`src/design/queue_cfg_pkg.sv`:
```
/* Queue memory configuration
   Word, page, queue and port sizes with the widths derived from them */

package queue_cfg_pkg;

    ////////////////////////////////////////////////////////////////////////////
    // Data word
    localparam int DATA_BYTES = 4;
    localparam int DATA_W     = DATA_BYTES * 8;
    // Zero encodes a full word
    localparam int KEEP_ENC_W = 2;
    localparam int BYTE_CNT_W = KEEP_ENC_W + 1;

    ////////////////////////////////////////////////////////////////////////////
    // Paging
    localparam int WORDS_PER_PAGE = 4;
    localparam int OFFSET_W       = 2;
    localparam int NUM_PAGES      = 16;
    localparam int PAGE_W         = 4;
    // Memory word address is {page, offset}
    localparam int ADDR_W         = PAGE_W + OFFSET_W;
    localparam int MEM_DEPTH      = NUM_PAGES * WORDS_PER_PAGE;

    ////////////////////////////////////////////////////////////////////////////
    // Queues and egress ports
    localparam int NUM_QUEUES      = 8;
    localparam int QUEUE_W         = 3;
    localparam int QUEUES_PER_PORT = 2;
    localparam int PORT_W          = 2;

endpackage
```
`src/design/queue_msg_pkg.sv`:
```
/* Queue memory message types
   Head pointer and packet metadata structs, requester states, byte-enable coding */

package queue_msg_pkg;

    import queue_cfg_pkg::*;

    typedef struct packed {
        logic [PAGE_W-1:0]   page;
        logic [OFFSET_W-1:0] offset;
    } head_ptr_t;

    // Carried on the first word of every packet
    typedef struct packed {
        logic [QUEUE_W-1:0]  queue_id;
        logic [PAGE_W-1:0]   cur_page;
        logic [PAGE_W-1:0]   next_page;
        logic [OFFSET_W-1:0] tail_offset;
    } enq_meta_t;

    typedef enum logic [1:0] {
        apb_idle,
        apb_setup,
        apb_access
    } apb_state_t;

    // Contiguous mask to byte count, full word maps to zero
    function automatic logic [KEEP_ENC_W-1:0] encode_keep(input logic [DATA_BYTES-1:0] keep);
        logic [KEEP_ENC_W-1:0] enc;
        enc = '0;
        for (int i = DATA_BYTES - 1; i >= 1; i--) begin
            if (!keep[i]) begin
                enc = KEEP_ENC_W'(i);
            end
        end
        return enc;
    endfunction

    function automatic logic [DATA_BYTES-1:0] decode_keep(input logic [KEEP_ENC_W-1:0] enc);
        logic [DATA_BYTES-1:0] keep;
        keep = '1;
        if (enc != '0) begin
            for (int i = 0; i < DATA_BYTES; i++) begin
                keep[i] = (i < int'(enc));
            end
        end
        return keep;
    endfunction

    function automatic logic [BYTE_CNT_W-1:0] valid_bytes(input logic [KEEP_ENC_W-1:0] enc);
        return (enc == '0) ? BYTE_CNT_W'(DATA_BYTES) : {1'b0, enc};
    endfunction

endpackage

```
`src/design/queue_ifs.sv`:
```
/* Internal links of the queue memory
   APB head pointer read and the page memory write port */

`timescale 1ns/1ps

// Head pointer read, paddr is the queue id
interface apb_if
    import queue_cfg_pkg::*;
    import queue_msg_pkg::*;
();
    logic               psel;
    logic               penable;
    logic [QUEUE_W-1:0] paddr;
    head_ptr_t          prdata;
    logic               pready;

    modport requester (
        output psel, penable, paddr,
        input  prdata, pready
    );

    modport completer (
        input  psel, penable, paddr,
        output prdata, pready
    );
endinterface

interface mem_wr_if
    import queue_cfg_pkg::*;
();
    logic                  wr_en;
    logic [ADDR_W-1:0]     wr_addr;
    logic [DATA_W-1:0]     wr_data;
    logic [KEEP_ENC_W-1:0] wr_keep_enc;
    logic                  wr_last;

    modport writer (output wr_en, wr_addr, wr_data, wr_keep_enc, wr_last);
    modport store  (input  wr_en, wr_addr, wr_data, wr_keep_enc, wr_last);
endinterface

```
`src/design/queue_mem_top.sv`:
```
/* Packet queue memory
   Paged egress queue storage with head pointer table and dequeue pipeline */

`timescale 1ns/1ps

module queue_mem_top
    import queue_cfg_pkg::*;
    import queue_msg_pkg::*;
(
    input  logic                  packet_in,
    input  logic                  reset,
    // Packet input
    input  logic                  in_valid,
    output logic                  in_ready,
    input  logic [DATA_W-1:0]     in_data,
    input  logic [DATA_BYTES-1:0] in_keep,
    input  logic                  in_last,
    input  enq_meta_t             in_meta,
    // Head load
    input  logic                  load_valid,
    input  logic [QUEUE_W-1:0]    load_queue,
    input  head_ptr_t             load_head,
    // Dequeue request
    input  logic                  req_valid,
    output logic                  req_ready,
    input  logic [QUEUE_W-1:0]    req_queue,
    // Word output
    output logic                  out_valid,
    output logic [DATA_W-1:0]     out_data,
    output logic [DATA_BYTES-1:0] out_keep,
    output logic                  out_last,
    output logic [PORT_W-1:0]     out_port,
    // Dequeue notification
    output logic                  notify_valid,
    output logic [BYTE_CNT_W-1:0] notify_bytes,
    output logic [QUEUE_W-1:0]    notify_queue,
    output logic                  notify_last,
    // Page free
    output logic                  free_valid,
    output logic [PAGE_W-1:0]     free_page
);

    apb_if    apb_bus ();
    mem_wr_if mem_bus ();

    logic                  link_valid;
    logic [PAGE_W-1:0]     link_page;
    logic [PAGE_W-1:0]     link_next;
    logic                  rd_en;
    logic [ADDR_W-1:0]     rd_addr;
    logic [DATA_W-1:0]     rd_data;
    logic [KEEP_ENC_W-1:0] rd_keep_enc;
    logic                  rd_last;

    enqueue_writer enqueue_writer_i (
        .packet_in, .reset,
        .in_valid, .in_ready, .in_data, .in_keep, .in_last, .in_meta,
        .mem (mem_bus.writer),
        .link_valid, .link_page, .link_next
    );

    page_store page_store_i (
        .packet_in, .reset,
        .mem (mem_bus.store),
        .rd_en, .rd_addr, .rd_data, .rd_keep_enc, .rd_last
    );

    head_pointer_table head_pointer_table_i (
        .packet_in, .reset,
        .apb (apb_bus.completer),
        .load_valid, .load_queue, .load_head,
        .link_valid, .link_page, .link_next
    );

    dequeue_reader dequeue_reader_i (
        .packet_in, .reset,
        .req_valid, .req_ready, .req_queue,
        .apb (apb_bus.requester),
        .rd_en, .rd_addr, .rd_data, .rd_keep_enc, .rd_last,
        .out_valid, .out_data, .out_keep, .out_last, .out_port,
        .notify_valid, .notify_bytes, .notify_queue, .notify_last,
        .free_valid, .free_page
    );

endmodule

```
`src/design/dequeue_reader.sv`:
```
/* Dequeue reader
   APB head pointer requester and the read pipeline to word, notify and free outputs */

`timescale 1ns/1ps

module dequeue_reader
    import queue_cfg_pkg::*;
    import queue_msg_pkg::*;
(
    input  logic                  packet_in,
    input  logic                  reset,
    input  logic                  req_valid,
    output logic                  req_ready,
    input  logic [QUEUE_W-1:0]    req_queue,
    apb_if.requester              apb,
    output logic                  rd_en,
    output logic [ADDR_W-1:0]     rd_addr,
    input  logic [DATA_W-1:0]     rd_data,
    input  logic [KEEP_ENC_W-1:0] rd_keep_enc,
    input  logic                  rd_last,
    output logic                  out_valid,
    output logic [DATA_W-1:0]     out_data,
    output logic [DATA_BYTES-1:0] out_keep,
    output logic                  out_last,
    output logic [PORT_W-1:0]     out_port,
    output logic                  notify_valid,
    output logic [BYTE_CNT_W-1:0] notify_bytes,
    output logic [QUEUE_W-1:0]    notify_queue,
    output logic                  notify_last,
    output logic                  free_valid,
    output logic [PAGE_W-1:0]     free_page
);

    apb_state_t         state;
    logic [QUEUE_W-1:0] qid_apb;
    logic [QUEUE_W-1:0] qid_rd;
    logic [QUEUE_W-1:0] qid_out;
    head_ptr_t          head_q;
    logic               rd_pending;
    logic               out_stage;
    logic               apb_done;

    ////////////////////////////////////////////////////////////////////////////
    // APB requester, one transfer per request
    assign req_ready   = (state == apb_idle);
    assign apb.psel    = (state != apb_idle);
    assign apb.penable = (state == apb_access);
    assign apb.paddr   = qid_apb;
    assign apb_done    = apb.psel & apb.penable & apb.pready;

    always_ff @(posedge packet_in) begin
        if (reset) begin
            state <= apb_idle;
        end else begin
            case (state)
                apb_idle:   if (req_valid) state <= apb_setup;
                apb_setup:  state <= apb_access;
                apb_access: if (apb.pready) state <= apb_idle;
                default:    state <= apb_idle;
            endcase
        end
    end

    ////////////////////////////////////////////////////////////////////////////
    // Read pipeline, memory read then output
    assign rd_en   = rd_pending;
    assign rd_addr = head_q;

    always_ff @(posedge packet_in) begin
        if (reset) begin
            rd_pending <= 1'b0;
            out_stage  <= 1'b0;
            free_valid <= 1'b0;
        end else begin
            rd_pending <= apb_done;
            out_stage  <= rd_pending;
            // Last word of a page frees it
            free_valid <= rd_pending && (head_q.offset == OFFSET_W'(WORDS_PER_PAGE - 1));
        end
    end

    always_ff @(posedge packet_in) begin
        if (req_valid && req_ready) begin
            qid_apb <= req_queue;
        end
        if (apb_done) begin
            head_q <= apb.prdata;
            qid_rd <= qid_apb;
        end
        qid_out   <= qid_rd;
        free_page <= head_q.page;
    end

    // Word and notification come straight off the memory read register
    assign out_valid    = out_stage;
    assign out_data     = rd_data;
    assign out_keep     = decode_keep(rd_keep_enc);
    assign out_last     = rd_last;
    assign out_port     = PORT_W'(qid_out / QUEUES_PER_PORT);

    assign notify_valid = out_stage;
    assign notify_bytes = valid_bytes(rd_keep_enc);
    assign notify_queue = qid_out;
    assign notify_last  = rd_last;

endmodule

```
`src/design/head_pointer_table.sv`:
```
/* Head pointer table
   Per-queue head pointers read and advanced over APB, plus the page link memory */

`timescale 1ns/1ps

module head_pointer_table
    import queue_cfg_pkg::*;
    import queue_msg_pkg::*;
(
    input  logic               packet_in,
    input  logic               reset,
    apb_if.completer           apb,
    input  logic               load_valid,
    input  logic [QUEUE_W-1:0] load_queue,
    input  head_ptr_t          load_head,
    input  logic               link_valid,
    input  logic [PAGE_W-1:0]  link_page,
    input  logic [PAGE_W-1:0]  link_next
);

    head_ptr_t         heads    [NUM_QUEUES];
    logic [PAGE_W-1:0] link_mem [NUM_PAGES];
    head_ptr_t         cur_head;
    head_ptr_t         next_head;
    logic              apb_done;

    // Zero wait states
    assign apb.pready = apb.psel & apb.penable;
    assign apb_done   = apb.psel & apb.penable & apb.pready;

    assign cur_head   = heads[apb.paddr];
    assign apb.prdata = cur_head;

    // Step to the next word, or follow the link after the last word of a page
    always_comb begin
        next_head = cur_head;
        if (cur_head.offset == OFFSET_W'(WORDS_PER_PAGE - 1)) begin
            next_head.page   = link_mem[cur_head.page];
            next_head.offset = '0;
        end else begin
            next_head.offset = cur_head.offset + OFFSET_W'(1);
        end
    end

    always_ff @(posedge packet_in) begin
        if (reset) begin
            for (int q = 0; q < NUM_QUEUES; q++) begin
                heads[q] <= '0;
            end
        end else begin
            if (apb_done) begin
                heads[apb.paddr] <= next_head;
            end
            // A load overrides an advance of the same queue
            if (load_valid) begin
                heads[load_queue] <= load_head;
            end
        end
    end

    always_ff @(posedge packet_in) begin
        if (link_valid) begin
            link_mem[link_page] <= link_next;
        end
    end

endmodule

```
`src/design/page_store.sv`:
```
/* Page store
   Data and byte-count memories, one write port and one registered read port */

`timescale 1ns/1ps

module page_store
    import queue_cfg_pkg::*;
(
    input  logic                  packet_in,
    input  logic                  reset,
    mem_wr_if.store               mem,
    input  logic                  rd_en,
    input  logic [ADDR_W-1:0]     rd_addr,
    output logic [DATA_W-1:0]     rd_data,
    output logic [KEEP_ENC_W-1:0] rd_keep_enc,
    output logic                  rd_last
);

    logic [DATA_W-1:0]   data_mem [MEM_DEPTH];
    // Encoded byte count with the last flag on top
    logic [KEEP_ENC_W:0] blen_mem [MEM_DEPTH];

    always_ff @(posedge packet_in) begin
        if (mem.wr_en) begin
            data_mem[mem.wr_addr] <= mem.wr_data;
            blen_mem[mem.wr_addr] <= {mem.wr_last, mem.wr_keep_enc};
        end
        if (rd_en) begin
            rd_data <= data_mem[rd_addr];
        end
    end

    always_ff @(posedge packet_in) begin
        if (reset) begin
            rd_keep_enc <= '0;
            rd_last     <= 1'b0;
        end else if (rd_en) begin
            {rd_last, rd_keep_enc} <= blen_mem[rd_addr];
        end
    end

endmodule

```
`src/design/enqueue_writer.sv`:
```
/* Enqueue writer
   Places packet words into page memory and records page-to-page links */

`timescale 1ns/1ps

module enqueue_writer
    import queue_cfg_pkg::*;
    import queue_msg_pkg::*;
(
    input  logic                  packet_in,
    input  logic                  reset,
    input  logic                  in_valid,
    output logic                  in_ready,
    input  logic [DATA_W-1:0]     in_data,
    input  logic [DATA_BYTES-1:0] in_keep,
    input  logic                  in_last,
    input  enq_meta_t             in_meta,
    mem_wr_if.writer              mem,
    output logic                  link_valid,
    output logic [PAGE_W-1:0]     link_page,
    output logic [PAGE_W-1:0]     link_next
);

    logic                sop;
    logic [PAGE_W-1:0]   page_cnt;
    logic [OFFSET_W-1:0] offset_cnt;
    logic [PAGE_W-1:0]   next_page_q;
    logic [PAGE_W-1:0]   page_now;
    logic [OFFSET_W-1:0] offset_now;
    logic [PAGE_W-1:0]   next_now;
    logic                page_end;

    // No back-pressure on the packet input
    assign in_ready = 1'b1;

    // First word addresses from metadata, later words from the counters
    assign page_now   = sop ? in_meta.cur_page    : page_cnt;
    assign offset_now = sop ? in_meta.tail_offset : offset_cnt;
    assign next_now   = sop ? in_meta.next_page   : next_page_q;
    assign page_end   = (offset_now == OFFSET_W'(WORDS_PER_PAGE - 1));

    always_ff @(posedge packet_in) begin
        if (reset) begin
            sop        <= 1'b1;
            mem.wr_en  <= 1'b0;
            link_valid <= 1'b0;
        end else begin
            mem.wr_en  <= in_valid;
            link_valid <= in_valid && page_end;
            if (in_valid) begin
                sop         <= in_last;
                offset_cnt  <= offset_now + OFFSET_W'(1);
                page_cnt    <= page_end ? next_now : page_now;
                next_page_q <= next_now;
            end
        end
    end

    ////////////////////////////////////////////////////////////////////////////
    // Write stage payload
    always_ff @(posedge packet_in) begin
        mem.wr_addr     <= {page_now, offset_now};
        mem.wr_data     <= in_data;
        mem.wr_keep_enc <= encode_keep(in_keep);
        mem.wr_last     <= in_last;
        link_page       <= page_now;
        link_next       <= next_now;
    end

endmodule

```
`config.mk`:
```
export PLATFORM = sky130hd
export DESIGN_NAME = queue_mem_top
export DESIGN_NICKNAME = d
export VERILOG_FILES = /design/src/design/queue_cfg_pkg.sv /design/src/design/queue_msg_pkg.sv /design/src/design/queue_ifs.sv /design/src/design/queue_mem_top.sv /design/src/design/dequeue_reader.sv /design/src/design/head_pointer_table.sv /design/src/design/page_store.sv /design/src/design/enqueue_writer.sv
export SDC_FILE = /design/constraint.sdc
export NUM_CORES = 2
export LEC_CHECK = 0
export ABC_CLOCK_PERIOD_IN_PS = 10000
export BUFFER_PORTS_ARGS = -buffer_cell sky130_fd_sc_hd__buf_2
export CAP_MARGIN = 0
export CORE_UTILIZATION = 45
export DETAILED_ROUTE_END_ITERATION = 6
export GPL_ROUTABILITY_DRIVEN = 1
export PLACE_DENSITY_LB_ADDON = 0.15
export SETUP_SLACK_MARGIN = 0.3
export SLEW_MARGIN = 10
export SYNTH_ARGS = -nofsm -noshare
export SYNTH_HDL_FRONTEND = slang
export SYNTH_HIERARCHICAL = 1
export SYNTH_SLANG_ARGS = --single-unit
```
`constraint.sdc`:
```
create_clock -name packet_in -period 10 [get_ports packet_in]
set_input_delay 0.5 -clock packet_in [delete_from_list [all_inputs] [get_ports packet_in]]
set_output_delay 0.5 -clock packet_in [all_outputs]
set_load 0.05 [all_outputs]
```
# [Word level (Yosys, flattened, before mapping)]
# Memory sizes are Yosys's and may differ from the RTL's. A register that Yosys moved wholly into a read port is not among the register bits.
# Cells that the tools add are included.
[totals] regBits=86 latchBits=0 mem_bits_rw=2352 rom_bits=0 input_bits=67 out_inout_bits=55 word_cells=83 n_memories=4
[mem_list] name="page_store_i.data_mem" words=64 word_bits=32 read_ports=1 rd_ports_with_merged_regs=1 write_ports=1 line="page_store.sv:19" source="logic [DATA_W-1:0] data_mem [MEM_DEPTH];"
[mem_list] name="page_store_i.blen_mem" words=64 word_bits=3 read_ports=1 rd_ports_with_merged_regs=1 write_ports=1 line="page_store.sv:21" source="logic [KEEP_ENC_W:0] blen_mem [MEM_DEPTH];"
[mem_list] name="head_pointer_table_i.link_mem" words=16 word_bits=4 read_ports=1 rd_ports_with_merged_regs=0 write_ports=1 line="head_pointer_table.sv:22" source="logic [PAGE_W-1:0] link_mem [NUM_PAGES];"
[mem_list] name="head_pointer_table_i.heads" words=8 word_bits=6 read_ports=1 rd_ports_with_merged_regs=1 write_ports=8 line="head_pointer_table.sv:21" source="head_ptr_t heads [NUM_QUEUES];"
[classes] addsub=2 n_mul=0 div=0 magnitude_cmp=3 n_eq_ne=7 shift=0 mux=32 bitwise=2 reduce_logical=11
[ops] operator="4-bit two-way mux" n=5
[ops] operator="1-bit two-way mux" n=14
[ops] operator="2-bit two-way mux" n=6
[ops] operator="3-bit two-way mux" n=4
[ops] operator="6-bit two-way mux" n=2
[ops] operator="6-bit OR reduction" n=2
[ops] operator="2-bit == test (second input constant)" n=4
[ops] operator="2-bit case mux with 3 select lines" n=1
[ops] operator="2-bit by 1-bit adder with 2-bit output (second input constant)" n=2
[ops] operator="2-bit zero test" n=2
[ops] operator="1-bit by 2-bit less-than comparator with 1-bit output (first input constant)" n=2
[ops] operator="2-bit inequality test (second input constant)" n=2
[ops] operator="2-bit AND reduction" n=2
[ops] operator="2-bit nonzero test" n=2
[ops] operator="1-bit logical AND" n=3
[ops] operator="2-bit by 1-bit == test with 1-bit output (second input constant)" n=1
[ops] operator="2-bit less-than comparator (first input constant)" n=1
[ops] operator="1-bit AND" n=1
[ops] operator="1-bit NOT" n=1

# [Depth between registers and ports, before layout]
[depth] word_depth=7 depth_mapped=13 depth_no_buf=8

# [Hierarchy]
# Netlist, hierarchy kept.
[modules_own_cells] module="page_store" instances=1 cells_each=3458 area_per_inst_um2=86202.7 seq_area_each_um2=68285.5
[modules_own_cells] module="head_pointer_table" instances=1 cells_each=386 area_per_inst_um2=5337.6 seq_area_each_um2=3363.2
[modules_own_cells] module="enqueue_writer" instances=1 cells_each=90 area_per_inst_um2=1595.3 seq_area_each_um2=1261.2
[modules_own_cells] module="dequeue_reader" instances=1 cells_each=84 area_per_inst_um2=1037.2 seq_area_each_um2=600.6

# [Worst setup path after synthesis]
# No wires, ideal clock.
[synth_timing] path_kind="flip-flop to flip-flop" start="register enqueue_writer_i.mem.wr_addr[4]" end="memory page_store_i/blen_mem[16][0] (netlist bit) (enable)" setup_time_ns=0.427 t_arrival_ns=2.765 required_ns=9.573 slack_ns=6.808 stages_incl_launch_ff=6 n_path_buf=3 synth_period_minus_slack_ns=3.192 cell_sequence="dfxtp_1 > buf_4 > clkbuf_1 > or3b_2 > clkbuf_1 > nor2_1"
[synth_lines] item="from (decl)" line="queue_ifs.sv:37" source="modport writer (output wr_en, wr_addr, wr_data, wr_keep_enc, wr_last);"
[synth_lines] item="from (signal assigned)" line="enqueue_writer.sv:62" source="mem.wr_addr <= {page_now, offset_now};"
[synth_lines] item="to (decl)" line="page_store.sv:21"
# No word-level cell before the write port.

==> results.md <==
* Met1 usage in global routing at 0.318
* Via count at approximately 43000
* Mapped cell area at 0.0942 mm²
* DRC errors left at 0
* Fin. Hold Viols at 0
* Startpoint Class: register
* Least-Margin Pin Slew at 1250 ps
* Worst-Skew Late Latency at around 920 ps
* Die Span Y at 459 µm
* CTS tree: built
* CTS Root Cell: clkbuf_16
* Sequential cell area at 0.0736 mm²
* Total GRT Usage at 0.222
* Status: finished clean
* Boundary pin count at 122
* Simple logic cell fraction of the synthesized area at 0.0166
* M2 GR Usage at 0.348
* Xor and xnor fraction of the mapped netlist area at 0
* Static leakage at roughly 34 nW
* Post-synthesis compound-gate area fraction at 0.0145
* Row Count at between 150 and 200
* Dpl cells at 6789
* Hold Buf Count CTS at 58
* Crit end category: register
* Period utilization at 0.476
* Syn Nets at around 4100
* Area growth syn-to-layout at 14.2%
* Tmin final at between 4000 and 5000 ps
* DR WL/cell at 31.6 µm
* Max-Cap Viols at 0
* Total power at 21.5 mW
* Max Clock Freq at 210 MHz
* Vias per cell at roughly 5.9
* Worst EP required at 10640 ps
* Rel. slew slack at 0.164
* Largest net degree at the start of global routing at 137
* Synthesized flop and latch total at 2469
* Placer Congestion at 0.760
* Initial DRT Pass Iterations at 6
* Crit path arrival time at 5400 ps
* TritonCTS Buffers at 277
* CTS Buffer Depth at 4
* Grt ovf at 0
* Area of the die at around 0.21 mm²
* Power per cell area at 200 mW/mm²
* CTS sink cnt at 2469
* Layout Cells excl Fill at 7329
* CTS H-Tree Depth at 5
* Syn Inst Count at 4018
* Initial antenna violation count at 7
* Multiplexer share of the synthesized area at 0.173
* HP Class: primary input to register
* Sequential element share of the synthesized area at 0.781
* Crit Path Class: register to register
* Fin Setup TNS at 0 ps
* Initial Utilization at 0.454
* Post-cts resize count at 0
* VDD IR max at about 190 µV
* Vias in the first global route at 44700
* Area of the core at between 0.2 and 0.25 mm²
* Ys flop type: edfxtp_1
* Crit-path max FO at 46
* Library cells used by synthesis at 64
* Layout cells sized above 1 at 0.315
* Initial DRC Count at 4554
* Multi-input gate area at slightly below 0.02 mm²
* Die width at 459 µm
* Layout Utilization at 0.518
* First-pass GRT wire length at 330000 µm
* Number of fill cells in the layout at around 16000
* RSZ-0062 raised after global routing: no
* Port-buffer cells at 115
* Clock transition at path regs at 60 ps
* Fin. max-slew vios at 0
* GRT busiest layer: met2
* Min Hold Slack at 132 ps
* Postcts setup bufs at 0
* Main combinational cell family by area after synthesis: multiplexers
* Nets at roughly 4400
* Number of synthesis warnings at 6
* Detailed Route WL at 232000 µm
* Mapped Avg Cell Area at roughly 23 µm²
* Adder and majority gate portion of the synthesized area at 0.000531
* GR Layer Usage met3 at 0.0465
* Setup-failing EPs final at 0
* ANT nets after route at 0
* Clk_skew at 53.4 ps
* HPWL Detailed at 118000 µm
* Number of flops mapped to enable cells by yosys at 2406
* Async S/R FF share, synth at 0
worst max-delay path, cell delays in order (launching register included):
cell and delay, ps:
edfxtp_1 400, buf_4 750, buf_4 720, buf_4 640, mux4_2 610, mux4_2 500
a22oi_1 660, nand2_1 100
final timing paths:
path                               start                                to  slack [ps]  cells past startpoint
max          dequeue_reader_i/rd_addr[0]          page_store_i/rd_data[18]        5240                      7
min                                reset            dequeue_reader_i/rd_en         130                      2
max reg2reg  dequeue_reader_i/rd_addr[0]          page_store_i/rd_data[18]        5240                      7
min reg2reg   dequeue_reader_i/qid_rd[2]  dequeue_reader_i/notify_queue[2]         340                      0
cells by family after synthesis:
group                      count (synthesis)
adders and majority gates                  4
muxes                                    771
buffers and inverters                    263
DFF                                     2469
AOI/OAI and AO/OA                        187
and+or+nand+nor                          322
other                                      2
synth_stat cells (all sizes together) (11+ instances only):
cell | count | share of area
mux4 | 682 | 0.16
o21ai | 31 | 0.0016
mux2i | 66 | 0.0071
mux2 | 23 | 0.0028
nor2 | 110 | 0.0044
a22o | 24 | 0.0022
nor2b | 32 | 0.0022
nand2b | 11 | 0.00073
buf | 166 | 0.011
nor3 | 21 | 0.0011
or3 | 14 | 0.00093
dfxtp | 63 | 0.013
a22oi | 62 | 0.0049
a211oi | 18 | 0.0014
inv | 13 | 0.00052
clkbuf | 84 | 0.0035
nand2 | 79 | 0.0032
o22ai | 15 | 0.0011
edfxtp | 2406 | 0.77
power breakdown:
part / switching, mW / leakage [nW] / internal [mW]
sequential: 0.129 / 22.2 / 11.4
combinational: 0.214 / 7.11 / 0.113
clock: 3.92 / 4.16 / 5.71
total: 4.26 / 33.5 / 17.2
cell type report:
type	count	area share
Clock inverter	112	0.00829
Tap cell	2788	0.0324
Inverter	13	0.000454
Antenna cell	4	0.0000930
Multi-Input combinational cell	1286	0.184
Timing Repair Buffer	292	0.0197
Clock buffer	365	0.0711
Sequential cell	2469	0.684
per-layer routing:
layer	up-vias	part of all wire
met5	-	0
met4	0	0.023
met3	315	0.075
met2	1525	0.48
met1	23900	0.42
li1	17800	-
sequential cells by signal (all words and copies together) (netlist names), 5 cells and up:
name                           count
page_store_i/blen_mem            192
dequeue_reader_i/rd_addr           6
head_pointer_table_i/heads        48
enqueue_writer_i/mem.wr_data      32
head_pointer_table_i/link_mem     64
page_store_i/data_mem           2048
enqueue_writer_i/mem.wr_addr       5
page_store_i/rd_data              32
stage by stage:
| step | worst slack, ps | cell area [µm²] |
|---|---|---|
| finish | 5240 | 108000 |
| floorplan | 6810 | 94200 |
| global placement | 5180 | 98400 |
| CTS | 5150 | 108000 |
| global route | 4910 | 108000 |
| detailed placement | 5160 | 98400 |
cells in the final DEF, fill, tap and decap left out, types with 11 or more instances in the layout:
cell	synthesis	final
a22oi_1	62	62
buf_4	58	113
a22o_1	24	24
nor2b_1	30	28
nor2_1	110	45
clkbuf_16	0	288
a211oi_1	18	18
nor2_4	0	65
o22ai_1	14	14
dfxtp_2	0	28
nor3_1	21	21
nand2_1	78	78
dfxtp_1	63	27
clkbuf_1	83	62
bufinv_16	0	14
clkinv_1	0	50
o21ai_1	24	24
dlygate4sd3_1	0	58
mux2i_1	65	65
or3_1	14	14
clkbuf_8	1	15
mux4_2	682	682
mux2_2	23	23
clkinv_2	0	35
edfxtp_1	2406	2406
nand2b_1	11	11
buf_2	66	115
Note: power is estimated with default switching activity, not from simulation.
